$ cat config.mk
export PLATFORM = sky130hd
export DESIGN_NAME = soc_subsystem
export DESIGN_NICKNAME = d
export VERILOG_FILES = /design/src/hw/soc_cfg_pkg.sv /design/src/hw/soc_bus_pkg.sv /design/src/hw/addr_decoder.sv /design/src/hw/boot_rom.sv /design/src/hw/bus_cut.sv /design/src/hw/clint_timer.sv /design/src/hw/debug_req_gate.sv /design/src/hw/rsp_mux.sv /design/src/hw/soc_subsystem.sv
export SDC_FILE = /design/constraint.sdc
export NUM_CORES = 1
export LEC_CHECK = 0
export BUFFER_PORTS_ARGS = -buffer_cell sky130_fd_sc_hd__buf_2
export CAP_MARGIN = 20
export CORE_ASPECT_RATIO = 2
export CORE_UTILIZATION = 31
export CTS_CLUSTER_DIAMETER = 150
export CTS_CLUSTER_SIZE = 12
export DETAILED_ROUTE_END_ITERATION = 6
export GPL_TIMING_DRIVEN = 1
export PLACE_DENSITY = 0.58
export SYNTH_ARGS = -nofsm -noshare
export SYNTH_HDL_FRONTEND = slang
export SYNTH_SLANG_ARGS = --single-unit
export TNS_END_PERCENT = 100
$ cat constraint.sdc
create_clock -name clk_i -period 4.3 [get_ports clk_i]
set_clock_uncertainty 0.2 [all_clocks]
set_input_delay 0.86 -clock clk_i [delete_from_list [all_inputs] [get_ports clk_i]]
set_output_delay 0.86 -clock clk_i [all_outputs]
set_load 0.01 [all_outputs]
$ cat src/hw/soc_cfg_pkg.sv
`default_nettype none

package soc_cfg_pkg;

  // Bus geometry
  localparam int unsigned ADDR_WIDTH = 32;
  localparam int unsigned DATA_WIDTH = 64;
  localparam int unsigned BE_WIDTH   = DATA_WIDTH / 8;

  // Target class of a request, REGION_EXT also marks an idle cycle
  typedef enum logic [1:0] {
    REGION_ROM   = 2'd0,
    REGION_CLINT = 2'd1,
    REGION_EXT   = 2'd2,
    REGION_ERR   = 2'd3
  } region_e;

  // ----------------------------------------
  // Address map
  // ----------------------------------------
  localparam logic [ADDR_WIDTH-1:0] ROM_BASE     = 32'h0001_0000;
  localparam logic [ADDR_WIDTH-1:0] ROM_LENGTH   = 32'h0001_0000;
  localparam logic [ADDR_WIDTH-1:0] CLINT_BASE   = 32'h0200_0000;
  localparam logic [ADDR_WIDTH-1:0] CLINT_LENGTH = 32'h0000_C000;
  localparam logic [ADDR_WIDTH-1:0] EXT_BASE     = 32'h1C00_0000;
  localparam logic [ADDR_WIDTH-1:0] EXT_LENGTH   = 32'h0080_0000;

  // Register offsets inside the CLINT
  localparam logic [ADDR_WIDTH-1:0] CLINT_MSIP_OFFSET     = 32'h0000_0000;
  localparam logic [ADDR_WIDTH-1:0] CLINT_MTIMECMP_OFFSET = 32'h0000_4000;
  localparam logic [ADDR_WIDTH-1:0] CLINT_MTIME_OFFSET    = 32'h0000_BFF8;

  // ----------------------------------------
  // Boot ROM contents
  // ----------------------------------------
  localparam int unsigned ROM_WORDS = 8;

  // Two RV64 instructions per word, low half executes first
  localparam logic [DATA_WIDTH-1:0] BOOT_ROM_IMAGE [ROM_WORDS] = '{
    64'h0182_b283_0000_0297,
    64'h0202_859b_f140_2573,
    64'h0000_0013_0002_8067,
    64'h1050_0073_0000_0013,
    64'hffdf_f06f_1050_0073,
    64'h1c00_0000_0000_0000,
    64'h0000_0000_0200_0000,
    64'hdead_beef_cafe_f00d
  };

endpackage

`default_nettype wire

$ cat src/hw/soc_bus_pkg.sv
`default_nettype none

package soc_bus_pkg;

  // Request from the single master, valid while req is high
  typedef struct packed {
    logic                                  req;
    logic                                  we;
    logic [soc_cfg_pkg::ADDR_WIDTH-1:0]    addr;
    logic [soc_cfg_pkg::BE_WIDTH-1:0]      be;
    logic [soc_cfg_pkg::DATA_WIDTH-1:0]    wdata;
  } mem_req_t;

  // One response per request, marked by an rvalid pulse
  typedef struct packed {
    logic                                  rvalid;
    logic                                  err;
    logic [soc_cfg_pkg::DATA_WIDTH-1:0]    rdata;
  } mem_rsp_t;

  // Reads of rdata only make sense for a read response
  // Write and error responses return zero data

endpackage

`default_nettype wire

$ cat src/hw/addr_decoder.sv
`timescale 1ns/1ps
`default_nettype none

module addr_decoder (
  input  soc_bus_pkg::mem_req_t mem_req_i,
  output soc_bus_pkg::mem_req_t rom_req_o,
  output soc_bus_pkg::mem_req_t clint_req_o,
  output soc_bus_pkg::mem_req_t ext_req_o,
  output soc_cfg_pkg::region_e  region_o
);

  typedef struct packed {
    soc_cfg_pkg::region_e                  idx;
    logic [soc_cfg_pkg::ADDR_WIDTH-1:0]    start_addr;
    logic [soc_cfg_pkg::ADDR_WIDTH-1:0]    end_addr;
  } rule_t;

  localparam int unsigned NUM_RULES = 3;

  // End addresses are exclusive
  localparam rule_t ADDR_MAP [NUM_RULES] = '{
    '{idx:        soc_cfg_pkg::REGION_ROM,
      start_addr: soc_cfg_pkg::ROM_BASE,
      end_addr:   soc_cfg_pkg::ROM_BASE + soc_cfg_pkg::ROM_LENGTH},
    '{idx:        soc_cfg_pkg::REGION_CLINT,
      start_addr: soc_cfg_pkg::CLINT_BASE,
      end_addr:   soc_cfg_pkg::CLINT_BASE + soc_cfg_pkg::CLINT_LENGTH},
    '{idx:        soc_cfg_pkg::REGION_EXT,
      start_addr: soc_cfg_pkg::EXT_BASE,
      end_addr:   soc_cfg_pkg::EXT_BASE + soc_cfg_pkg::EXT_LENGTH}
  };

  soc_cfg_pkg::region_e region;

  always_comb begin
    region = soc_cfg_pkg::REGION_ERR;
    for (int i = 0; i < NUM_RULES; i++) begin
      if (mem_req_i.addr >= ADDR_MAP[i].start_addr &&
          mem_req_i.addr <  ADDR_MAP[i].end_addr) begin
        region = ADDR_MAP[i].idx;
      end
    end
    // ROM is read only
    if (region == soc_cfg_pkg::REGION_ROM && mem_req_i.we) begin
      region = soc_cfg_pkg::REGION_ERR;
    end
  end

  // Idle cycles report EXT so the response side keeps the external path open
  assign region_o = mem_req_i.req ? region : soc_cfg_pkg::REGION_EXT;

  always_comb begin
    rom_req_o       = mem_req_i;
    clint_req_o     = mem_req_i;
    ext_req_o       = mem_req_i;
    rom_req_o.req   = mem_req_i.req && (region == soc_cfg_pkg::REGION_ROM);
    clint_req_o.req = mem_req_i.req && (region == soc_cfg_pkg::REGION_CLINT);
    ext_req_o.req   = mem_req_i.req && (region == soc_cfg_pkg::REGION_EXT);
  end

endmodule

`default_nettype wire

$ cat src/hw/boot_rom.sv
`timescale 1ns/1ps
`default_nettype none

module boot_rom (
  input  logic                                clk_i,
  input  logic                                ndmreset_n,
  input  soc_bus_pkg::mem_req_t               rom_req_i,
  output logic [soc_cfg_pkg::DATA_WIDTH-1:0]  rdata_o
);

  localparam int unsigned WORD_IDX_W = $clog2(soc_cfg_pkg::ROM_WORDS);

  logic [soc_cfg_pkg::ADDR_WIDTH-1:0] word_idx;
  logic [soc_cfg_pkg::ADDR_WIDTH-1:0] word_idx_q;

  // 64-bit word index inside the ROM region
  assign word_idx = (rom_req_i.addr - soc_cfg_pkg::ROM_BASE) >> 3;

  always_ff @(posedge clk_i or negedge ndmreset_n) begin
    if (!ndmreset_n) begin
      word_idx_q <= '0;
    end else if (rom_req_i.req) begin
      word_idx_q <= word_idx;
    end
  end

  // Region is larger than the image, the rest reads as zero
  always_comb begin
    if (word_idx_q < soc_cfg_pkg::ROM_WORDS) begin
      rdata_o = soc_cfg_pkg::BOOT_ROM_IMAGE[word_idx_q[WORD_IDX_W-1:0]];
    end else begin
      rdata_o = '0;
    end
  end

endmodule

`default_nettype wire

$ cat src/hw/bus_cut.sv
`timescale 1ns/1ps
`default_nettype none

// One register stage for any bus payload
module bus_cut #(
  parameter type payload_t = logic
) (
  input  logic     clk_i,
  input  logic     ndmreset_n,
  input  payload_t in_i,
  output payload_t out_o
);

  // Cleared so that req and rvalid start low
  always_ff @(posedge clk_i or negedge ndmreset_n) begin
    if (!ndmreset_n) begin
      out_o <= '0;
    end else begin
      out_o <= in_i;
    end
  end

endmodule

`default_nettype wire

$ cat src/hw/clint_timer.sv
`timescale 1ns/1ps
`default_nettype none

module clint_timer (
  input  logic                                clk_i,
  input  logic                                ndmreset_n,
  input  logic                                rtc_i,
  input  soc_bus_pkg::mem_req_t               clint_req_i,
  output logic [soc_cfg_pkg::DATA_WIDTH-1:0]  rdata_o,
  output logic                                timer_irq_o,
  output logic                                ipi_o
);

  localparam int unsigned DW = soc_cfg_pkg::DATA_WIDTH;
  localparam int unsigned AW = soc_cfg_pkg::ADDR_WIDTH;

  localparam logic [AW-1:0] MSIP_WORD     = soc_cfg_pkg::CLINT_MSIP_OFFSET >> 3;
  localparam logic [AW-1:0] MTIMECMP_WORD = soc_cfg_pkg::CLINT_MTIMECMP_OFFSET >> 3;
  localparam logic [AW-1:0] MTIME_WORD    = soc_cfg_pkg::CLINT_MTIME_OFFSET >> 3;

  function automatic logic [DW-1:0] apply_be(input logic [DW-1:0] old_val,
                                             input logic [DW-1:0] new_val,
                                             input logic [DW/8-1:0] be);
    logic [DW-1:0] res;
    res = old_val;
    for (int i = 0; i < DW / 8; i++) begin
      if (be[i]) res[8*i +: 8] = new_val[8*i +: 8];
    end
    return res;
  endfunction

  // ----------------------------------------
  // RTC synchronizer and divide by two
  // ----------------------------------------
  logic [1:0] rtc_sync_q;
  logic       rtc_prev_q;
  logic       rtc_half_q;
  logic       rtc_rise;
  logic       mtime_tick;

  always_ff @(posedge clk_i or negedge ndmreset_n) begin
    if (!ndmreset_n) begin
      rtc_sync_q <= '0;
      rtc_prev_q <= 1'b0;
      rtc_half_q <= 1'b0;
    end else begin
      rtc_sync_q <= {rtc_sync_q[0], rtc_i};
      rtc_prev_q <= rtc_sync_q[1];
      rtc_half_q <= rtc_half_q ^ rtc_rise;
    end
  end

  assign rtc_rise   = rtc_sync_q[1] & ~rtc_prev_q;
  // Every second RTC edge
  assign mtime_tick = rtc_rise & rtc_half_q;

  // ----------------------------------------
  // Registers
  // ----------------------------------------
  logic [AW-1:0] word_off;
  logic          wr_msip;
  logic          wr_mtimecmp;
  logic          wr_mtime;
  logic          msip_q;
  logic [DW-1:0] mtimecmp_q;
  logic [DW-1:0] mtime_q;

  assign word_off    = (clint_req_i.addr - soc_cfg_pkg::CLINT_BASE) >> 3;
  assign wr_msip     = clint_req_i.req & clint_req_i.we & (word_off == MSIP_WORD);
  assign wr_mtimecmp = clint_req_i.req & clint_req_i.we & (word_off == MTIMECMP_WORD);
  assign wr_mtime    = clint_req_i.req & clint_req_i.we & (word_off == MTIME_WORD);

  always_ff @(posedge clk_i or negedge ndmreset_n) begin
    if (!ndmreset_n) begin
      msip_q      <= 1'b0;
      mtimecmp_q  <= '1;
      mtime_q     <= '0;
      timer_irq_o <= 1'b0;
    end else begin
      if (wr_msip && clint_req_i.be[0]) msip_q <= clint_req_i.wdata[0];
      if (wr_mtimecmp) mtimecmp_q <= apply_be(mtimecmp_q, clint_req_i.wdata, clint_req_i.be);
      // Bus write wins over the tick
      if (wr_mtime) begin
        mtime_q <= apply_be(mtime_q, clint_req_i.wdata, clint_req_i.be);
      end else if (mtime_tick) begin
        mtime_q <= mtime_q + 1'b1;
      end
      timer_irq_o <= (mtime_q >= mtimecmp_q);
    end
  end

  // Read data the cycle after the request, zero for writes
  always_ff @(posedge clk_i) begin
    rdata_o <= '0;
    if (clint_req_i.req && !clint_req_i.we) begin
      if (word_off == MSIP_WORD)     rdata_o <= {{(DW-1){1'b0}}, msip_q};
      if (word_off == MTIMECMP_WORD) rdata_o <= mtimecmp_q;
      if (word_off == MTIME_WORD)    rdata_o <= mtime_q;
    end
  end

  assign ipi_o = msip_q;

endmodule

`default_nettype wire

$ cat src/hw/debug_req_gate.sv
`timescale 1ns/1ps
`default_nettype none

module debug_req_gate #(
  parameter int unsigned DBG_DELAY_CYCLES = 500
) (
  input  logic clk_i,
  input  logic ndmreset_n,
  input  logic debug_req_i,
  output logic debug_req_o
);

  localparam int unsigned CNT_W = (DBG_DELAY_CYCLES > 0) ? $clog2(DBG_DELAY_CYCLES + 1) : 1;

  logic [CNT_W-1:0] cnt_q;

  // Gives the boot code time to run before a halt request can land
  always_ff @(posedge clk_i or negedge ndmreset_n) begin
    if (!ndmreset_n) begin
      cnt_q <= CNT_W'(DBG_DELAY_CYCLES);
    end else if (cnt_q != '0) begin
      cnt_q <= cnt_q - 1'b1;
    end
  end

  assign debug_req_o = debug_req_i & (cnt_q == '0);

endmodule

`default_nettype wire

$ cat src/hw/rsp_mux.sv
`timescale 1ns/1ps
`default_nettype none

module rsp_mux (
  input  logic                                clk_i,
  input  logic                                ndmreset_n,
  input  soc_cfg_pkg::region_e                region_i,
  input  logic [soc_cfg_pkg::DATA_WIDTH-1:0]  rom_rdata_i,
  input  logic [soc_cfg_pkg::DATA_WIDTH-1:0]  clint_rdata_i,
  input  soc_bus_pkg::mem_rsp_t               ext_rsp_i,
  output soc_bus_pkg::mem_rsp_t               mem_rsp_o
);

  // Region of the previous cycle, EXT when nothing internal is pending
  soc_cfg_pkg::region_e region_q;

  always_ff @(posedge clk_i or negedge ndmreset_n) begin
    if (!ndmreset_n) begin
      region_q <= soc_cfg_pkg::REGION_EXT;
    end else begin
      region_q <= region_i;
    end
  end

  // ----------------------------------------
  // Response select
  // ----------------------------------------
  always_comb begin
    unique case (region_q)
      soc_cfg_pkg::REGION_ROM: begin
        mem_rsp_o = '{rvalid: 1'b1, err: 1'b0, rdata: rom_rdata_i};
      end
      soc_cfg_pkg::REGION_CLINT: begin
        // CLINT already returns zero data for writes
        mem_rsp_o = '{rvalid: 1'b1, err: 1'b0, rdata: clint_rdata_i};
      end
      soc_cfg_pkg::REGION_ERR: begin
        mem_rsp_o = '{rvalid: 1'b1, err: 1'b1, rdata: '0};
      end
      default: begin
        mem_rsp_o = ext_rsp_i;
      end
    endcase
  end

endmodule

`default_nettype wire

$ cat src/hw/soc_subsystem.sv
`timescale 1ns/1ps
`default_nettype none

module soc_subsystem #(
  parameter int unsigned DBG_DELAY_CYCLES = 500
) (
  input  logic                  clk_i,
  input  logic                  ndmreset_n,
  input  logic                  rtc_i,
  input  logic                  debug_req_i,
  input  soc_bus_pkg::mem_req_t mem_req_i,
  output soc_bus_pkg::mem_rsp_t mem_rsp_o,
  output soc_bus_pkg::mem_req_t ext_req_o,
  input  soc_bus_pkg::mem_rsp_t ext_rsp_i,
  output logic                  timer_irq_o,
  output logic                  ipi_o,
  output logic                  debug_req_o
);

  soc_bus_pkg::mem_req_t              rom_req;
  soc_bus_pkg::mem_req_t              clint_req;
  soc_bus_pkg::mem_req_t              ext_req;
  soc_bus_pkg::mem_rsp_t              ext_rsp_q;
  soc_cfg_pkg::region_e               region;
  logic [soc_cfg_pkg::DATA_WIDTH-1:0] rom_rdata;
  logic [soc_cfg_pkg::DATA_WIDTH-1:0] clint_rdata;

  // ----------------------------------------
  // Request side
  // ----------------------------------------
  addr_decoder u_addr_decoder (
    .mem_req_i   ( mem_req_i ),
    .rom_req_o   ( rom_req   ),
    .clint_req_o ( clint_req ),
    .ext_req_o   ( ext_req   ),
    .region_o    ( region    )
  );

  boot_rom u_boot_rom (
    .clk_i      ( clk_i      ),
    .ndmreset_n ( ndmreset_n ),
    .rom_req_i  ( rom_req    ),
    .rdata_o    ( rom_rdata  )
  );

  clint_timer u_clint_timer (
    .clk_i       ( clk_i       ),
    .ndmreset_n  ( ndmreset_n  ),
    .rtc_i       ( rtc_i       ),
    .clint_req_i ( clint_req   ),
    .rdata_o     ( clint_rdata ),
    .timer_irq_o ( timer_irq_o ),
    .ipi_o       ( ipi_o       )
  );

  // External port, one register cut each way
  bus_cut #(.payload_t(soc_bus_pkg::mem_req_t)) u_ext_req_cut (
    .clk_i      ( clk_i      ),
    .ndmreset_n ( ndmreset_n ),
    .in_i       ( ext_req    ),
    .out_o      ( ext_req_o  )
  );

  bus_cut #(.payload_t(soc_bus_pkg::mem_rsp_t)) u_ext_rsp_cut (
    .clk_i      ( clk_i      ),
    .ndmreset_n ( ndmreset_n ),
    .in_i       ( ext_rsp_i  ),
    .out_o      ( ext_rsp_q  )
  );

  // ----------------------------------------
  // Response side
  // ----------------------------------------
  rsp_mux u_rsp_mux (
    .clk_i         ( clk_i       ),
    .ndmreset_n    ( ndmreset_n  ),
    .region_i      ( region      ),
    .rom_rdata_i   ( rom_rdata   ),
    .clint_rdata_i ( clint_rdata ),
    .ext_rsp_i     ( ext_rsp_q   ),
    .mem_rsp_o     ( mem_rsp_o   )
  );

  debug_req_gate #(.DBG_DELAY_CYCLES(DBG_DELAY_CYCLES)) u_debug_req_gate (
    .clk_i       ( clk_i       ),
    .ndmreset_n  ( ndmreset_n  ),
    .debug_req_i ( debug_req_i ),
    .debug_req_o ( debug_req_o )
  );

endmodule

`default_nettype wire

# After elaboration in Yosys (flattened, before gate mapping)
# Memories as Yosys holds them, arrays and structs flattened.
# Cells that the tools add are included.
[word_totals] register_bits=410 latch_bits=0 mem_bits_rw=0 romBits=512 out_inout_bits=175 word_cells=126 memories=1
[op_classes] add_sub_neg=4 mul=0 div_mod_pow=0 magnitude_cmp=9 n_eq_ne=14 shifts=0 muxes=22 n_bitwise=10 n_reduce_logical=33
[mem_list] name="(no name shown)" depth=8 word_bits=64 read_ports=1 rd_ports_with_merged_regs=0 wr=0 line="boot_rom.sv:30" rtl="rdata_o = soc_cfg_pkg::BOOT_ROM_IMAGE[word_idx_q[WORD_IDX_W-1:0]];"
[op_table] operator="2-to-1 mux 64 bit" count=7
[op_table] operator="case mux 66 bit (3 select lines)" count=1
[op_table] operator="adder 64 x 1 -> 64 bit, second input constant" count=1
[op_table] operator="greater-or-equal comparator 64 bit" count=1
[op_table] operator="2-to-1 mux 8 bit" count=8
[op_table] operator="greater-or-equal comparator 32 x 17 -> 1 bit, second input constant" count=1
[op_table] operator="greater-or-equal comparator 32 x 26 -> 1 bit, second input constant" count=1
[op_table] operator="greater-or-equal comparator 32 x 29 -> 1 bit, second input constant" count=1
[op_table] operator="zero test 32 bit" count=1
[op_table] operator="less-than comparator 32 x 18 -> 1 bit, second input constant" count=1
[op_table] operator="less-than comparator 32 x 26 -> 1 bit, second input constant" count=1
[op_table] operator="less-than comparator 32 x 29 -> 1 bit, second input constant" count=1
[op_table] operator="AND reduction 2 bit" count=16
[op_table] operator="subtractor 32 x 17 -> 32 bit, second input constant" count=1
[op_table] operator="subtractor 32 x 26 -> 32 bit, second input constant" count=1
[op_table] operator="equality test 29 x 12 -> 1 bit, second input constant" count=1
[op_table] operator="equality test 29 x 13 -> 1 bit, second input constant" count=1
[op_table] operator="less-than comparator 29 x 4 -> 1 bit, second input constant" count=1
[op_table] operator="!= test 2 bit, second input constant" count=8
[op_table] operator="2-to-1 mux 2 bit" count=5
[op_table] operator="logical AND 1 bit" count=9
[op_table] operator="zero test 9 bit" count=1
[op_table] operator="nonzero test 9 bit" count=1
[op_table] operator="subtractor 9 x 1 -> 9 bit, second input constant" count=1
[op_table] operator="11 further kinds" count=21

# Logic depth before layout (Yosys ltp)
[logic_depth] word_depth=14 depth_mapped=11

# Hierarchy
# A second synthesis with hierarchy kept.
[hier_totals] cells_unflattened=1994 hier_area_um2=21104.0
[by_module_without_submodules] module="clint_timer" n_inst=1 cells_per_inst=1071 area_each_um2=10406.2 seq_area_each_um2=4714.5
[by_module_without_submodules] module="bus_cut (u_ext_req_cut)" n_inst=1 cells_per_inst=106 area_each_um2=2652.5 seq_area_each_um2=2652.5
[by_module_without_submodules] module="addr_decoder" n_inst=1 cells_per_inst=336 area_each_um2=2488.6 seq_area_each_um2=0.0
[by_module_without_submodules] module="boot_rom" n_inst=1 cells_per_inst=222 area_each_um2=2053.2 seq_area_each_um2=725.7
[by_module_without_submodules] module="bus_cut (u_ext_rsp_cut)" n_inst=1 cells_per_inst=66 area_each_um2=1651.6 seq_area_each_um2=1651.6
[by_module_without_submodules] module="rsp_mux" n_inst=1 cells_per_inst=154 area_each_um2=1407.6 seq_area_each_um2=51.3
[by_module_without_submodules] module="debug_req_gate" n_inst=1 cells_per_inst=39 area_each_um2=444.2 seq_area_each_um2=232.7

# Least setup slack after synthesis
# OpenSTA, ideal clock, no wires.
[synth_path] kind="input -> register" start="in mem_req_i[95] (netlist bit)" end="reg u_boot_rom.word_idx_q[10] (netlist bit)" setup_time_ns=0.125 t_arrival_ns=2.915 required_time_ns=3.975 slack_ns=1.060 stages=8 n_path_buf=2 cell_sequence="or3_4 or2_1 or3_1 nor4_1 and2_1 buf_4 buf_6 mux2_2"
[synth_between] elab_chain_cells=10 elab_cells_between_ends=17 cone_classes="order compare (6); mux (4); reduce/logical (7)"
[synth_rtl] element="start: declaration" line="soc_subsystem.sv:11" rtl="input soc_bus_pkg::mem_req_t mem_req_i,"
[synth_rtl] element="greater-or-equal comparator 32 x 17 -> 1 bit / less-than comparator 32 x 18 -> 1 bit (equally long branches)" line="addr_decoder.sv:38, addr_decoder.sv:39"
[synth_rtl] element="logical AND 1 bit" line="addr_decoder.sv:38" rtl="if (mem_req_i.addr >= ADDR_MAP[i].start_addr &&"
[synth_rtl] element="2-to-1 mux 2 bit (2 in series)" line="addr_decoder.sv:38"
[synth_rtl] element="2-to-1 mux 2 bit (*)" line="addr_decoder.sv:38"
[synth_rtl] element="zero test 2 bit" line="addr_decoder.sv:44" rtl="if (region == soc_cfg_pkg::REGION_ROM && mem_req_i.we) begin"
[synth_rtl] element="logical AND 1 bit" line="addr_decoder.sv:44"
[synth_rtl] element="2-to-1 mux 2 bit (*)" line="addr_decoder.sv:44"
[synth_rtl] element="zero test 2 bit (*)" line="addr_decoder.sv:56" rtl="rom_req_o.req = mem_req_i.req && (region == soc_cfg_pkg::REGION_ROM);"
[synth_rtl] element="logical AND 1 bit (*)" line="addr_decoder.sv:56"
[synth_rtl] element="end signal: assignment" line="boot_rom.sv:23" rtl="word_idx_q <= word_idx;"
[synth_rtl] element="end: declaration" line="boot_rom.sv:14" rtl="logic [soc_cfg_pkg::ADDR_WIDTH-1:0] word_idx_q;"
# Every way passes the cells marked *; elsewhere a longest branch is shown, timed or not.
# A chain may end at the register's enable or synchronous reset.

==> out/results.ini <==
[layout]
fin_nets = 2178
layout-drive-gt1-share_pct = 31.6
syn2layout_area_growth_pct = 22.9
final_common_cell = buf_2
stdcell_area_um2 = 21500
fin_cells = 2703
mostFrequentLayoutCells = buf_2, dfrtp_1, nor2_1

[floorplanning]
pin_count = 351
die_h_um = 338
start_util_pct = 31.5
die_area_um2 = 57500
die_x_um = 170
core_area_um2 = 55600
num_rows = 122

[sta]
rsz0062_at_grt = no
setup_tns_ns = 0
hold_viol_final = 0
fmax_ghz = 0.249
worst_pin_slew_ns = 0.965
finalMaxSlewViolations = 0
min_period_ns = 4.02
final_min_period_over_clock_period_pct = 93.5
setup_violations = 0
slew_headroom_pct = 35.7

[place]
dp_hpwl_um = 48000
place_area_um2 = 20400
io_buffers = 350
placedCellCount = 2628
gp_congestion = 0.893

[detailed_routing]
route.vias.total = 14301
wl_per_cell_um = 23.0
avgViaCountPerCell = 5.29
route.detailed.drc = 0
final_antenna_net_count = 0
firstDrtPassIters = 5
routed_wl_um = 62100
drt_iter0_markers = 930

[worst_setup_path]
rr_startpoint = u_clint_timer.mtimecmp_q[5]$_DFFE_PN1P_
cp_num_buf_inv = 2
start_kind = register
cp_max_fo = 9
worstPathCellList = nor4_1 > nand4_1 > or2_2 > a21oi_1 > buf_4 > o21a_1 > a221o_1 > buf_2
rrSetupSlack_ns = 0.66
cpMaxStageDelayCell = dfrtp_1
setup.worst_path.start = u_rsp_mux.region_q[0]$_DFF_PN0_
criticalPathCategory = reg -> out
rr_worst_depth = 10
critPathArrivalTime_ns = 2.96
cp.depth = 8
worstPathRequired_ns = 3.24
crit_family = simple AND/OR/NAND/NOR gates
end_kind = primary output
slowest_delay_ns = 0.46

[clock_network]
clockBufferDepth = 3
cts_sinks = 410
cts_resized = 0
clkSlewWorstSetupHoldPaths_ns = 0.06
hold_buffers = 0
htreeDepth = 2
worstSkewPairLatency_ns = 0.57
cts_setup_buffers = 0
clockRootBuffer = clkbuf_16
numCtsBuffers = 40
cts_tree = yes

[global_routing]
antenna_found_initial = 4
grt_use_total_pct = 21.5
grt_overflow = 0
grt_pass1_vias = 14919
grt_max_degree = 113
grt_first_pass_wirelength_um = 92100

[worst_hold_path]
holdPathStages = 0
min_path_type = reg -> reg
min_from = u_clint_timer.rtc_sync_q[0]$_DFF_PN0_

[power_and_ir_drop]
pwr-share-comb_pct = 8.2
power_frac_clock_pct = 41.2
seqPwrFrac_pct = 50.7
swShare_pct = 25.2
internal_power_uw = 6020
ir_drop_v = 0.000312
p_leak_uw = 0.00940
power_density_nw_per_um2 = 374
p_sw_uw = 2030

[yosys]
synth_seq_cells = 410
synth_fp_nets = 1807
synth.distinct_cells = 81
synth_simple_gate_area_share_pct = 13.6
synthAdderAreaFrac_pct = 5.43
synth_ff_type = dfrtp_1
avgSynthCellArea_um2 = 11.3
synth-xor-area-share_pct = 0.500
yosysSeqAreaShare_pct = 57.2
syn-instance-count = 1555
synth_top_area_share_pct = 39.3
synth-edff-count = 0
synth_mux_area_share_pct = 4.99
async_flop_share_pct = 84.4
yosys-top-cells-area = dfrtp_1, dfstp_2, dfxtp_1
yosys_warnings = 0
synth_top_family_by_area = compound AO/OA/AOI/OAI gates
synth_largest_area_cell = dfrtp_1
netlist_area_um2 = 17500
synth-compound-area-share_pct = 14.5

[run]
cap_violations = 0

[outcome]
status = completed

-- routing by layer --
metal | GRT usage, % | wire length (um)
met5 | 0 | 25
met4 | 11.9 | 3510
met3 | 3.75 | 3960
met2 | 38.9 | 32100
met1 | 23.3 | 22500
-- state kept, by name (all words and copies together), names as in the netlist --
name / flops
u_clint_timer.rdata_o: 64
u_clint_timer.rtc_sync_q: 2
u_clint_timer.ipi_o: 1
u_clint_timer.mtime_q: 64
u_ext_req_cut.out_o: 106
u_clint_timer.timer_irq_o: 1
u_rsp_mux.region_q: 2
u_clint_timer.rtc_prev_q: 1
u_ext_rsp_cut.out_o: 66
u_clint_timer.rtc_half_q: 1
u_clint_timer.mtimecmp_q: 64
u_boot_rom.word_idx_q: 29
u_debug_req_gate.cnt_q: 9
-- area by class of cell --
type,instances,area [um^2]
diodes,2,5.00
clock buffers,70,1130
clock inverters,3,28.8
fillers,5551,34000
inverters,97,364
multi-input cells,984,6860
flip-flops and latches,410,10000
well taps,744,931
repair buffers,393,2170
-- path summary, 6_finish.rpt --
kind,end
max,mem_rsp_o[55]
min,u_clint_timer.rtc_sync_q[1]$_DFF_PN0_
max reg2reg,u_clint_timer.timer_irq_o$_DFF_PN0_
min reg2reg,u_clint_timer.rtc_sync_q[1]$_DFF_PN0_
max in group asynchronous,u_clint_timer.mtimecmp_q[57]$_DFFE_PN1P_
min in group asynchronous,u_ext_req_cut.out_o[32]$_DFF_PN0_
-- worst register-to-register path, cell delays in order (launching register included) --
cell	delay [ns]
dfstp_2	0.57
inv_1	0.05
ha_1	0.20
nor4_1	0.26
o211ai_1	0.18
a31o_2	0.28
a211oi_1	0.58
o31ai_1	0.32
a211oi_1	0.45
buf_4	0.21
o21ai_0	0.17
-- synth_stat cells (4+ instances only) --
library cell	count
a221o_1	38
nand2b_1	13
o31ai_1	4
o21a_1	19
or2_2	7
a21o_1	7
o221a_2	6
o22ai_1	13
a311oi_1	4
a221oi_1	8
or3_1	22
nand4_1	31
and2_1	10
nand2_1	100
buf_4	4
dfstp_2	71
o211ai_1	21
nor4_1	23
a31o_2	4
xnor2_1	5
nand3_1	52
nor2b_1	6
a22oi_1	82
nor2_1	132
buf_2	16
nor3_1	27
buf_1	6
clkbuf_1	37
mux2_2	72
or4_1	6
a211oi_1	10
dfrtp_1	275
ha_1	76
xor2_1	5
dfxtp_1	64
and3_1	17
a222oi_1	5
inv_1	97
a31oi_1	4
o21ai_0	48
a21oi_1	46
-- cells by family (layout without fill, tap and decap cells) --
family          Yosys count  count (layout)
compound gates          348             348
xor+xnor                 10              10
fa+ha+maj                76              76
buf+inv                 161             563
flops                   410             410
mux                      78              78
other cells               0               2
simple gates            472             472
-- per-stage QoR --
step	util (%)	worst slack (ns)	hold slack, ns	total power, uW
floorplan	-	1.06	0.131	4380
global placement	36.6	0.511	0.147	4800
detailed placement	36.6	0.493	0.146	4810
CTS	38.7	0.203	0.158	8170
global route	38.7	0.164	0.165	8370
finish	38.7	0.281	0.156	8060
-- power by group through the flow --
stage / sequential (uW) / combinational, uW / clock, uW
2_1_floorplan: 4140 / 240 / 0
3_3_place_gp: 4150 / 651 / 0
3_5_place_dp: 4150 / 665 / 0
4_1_cts: 4080 / 669 / 3420
5_1_grt: 4090 / 721 / 3560
6_report: 4080 / 658 / 3320
Note: power is estimated with default switching activity, not from simulation.
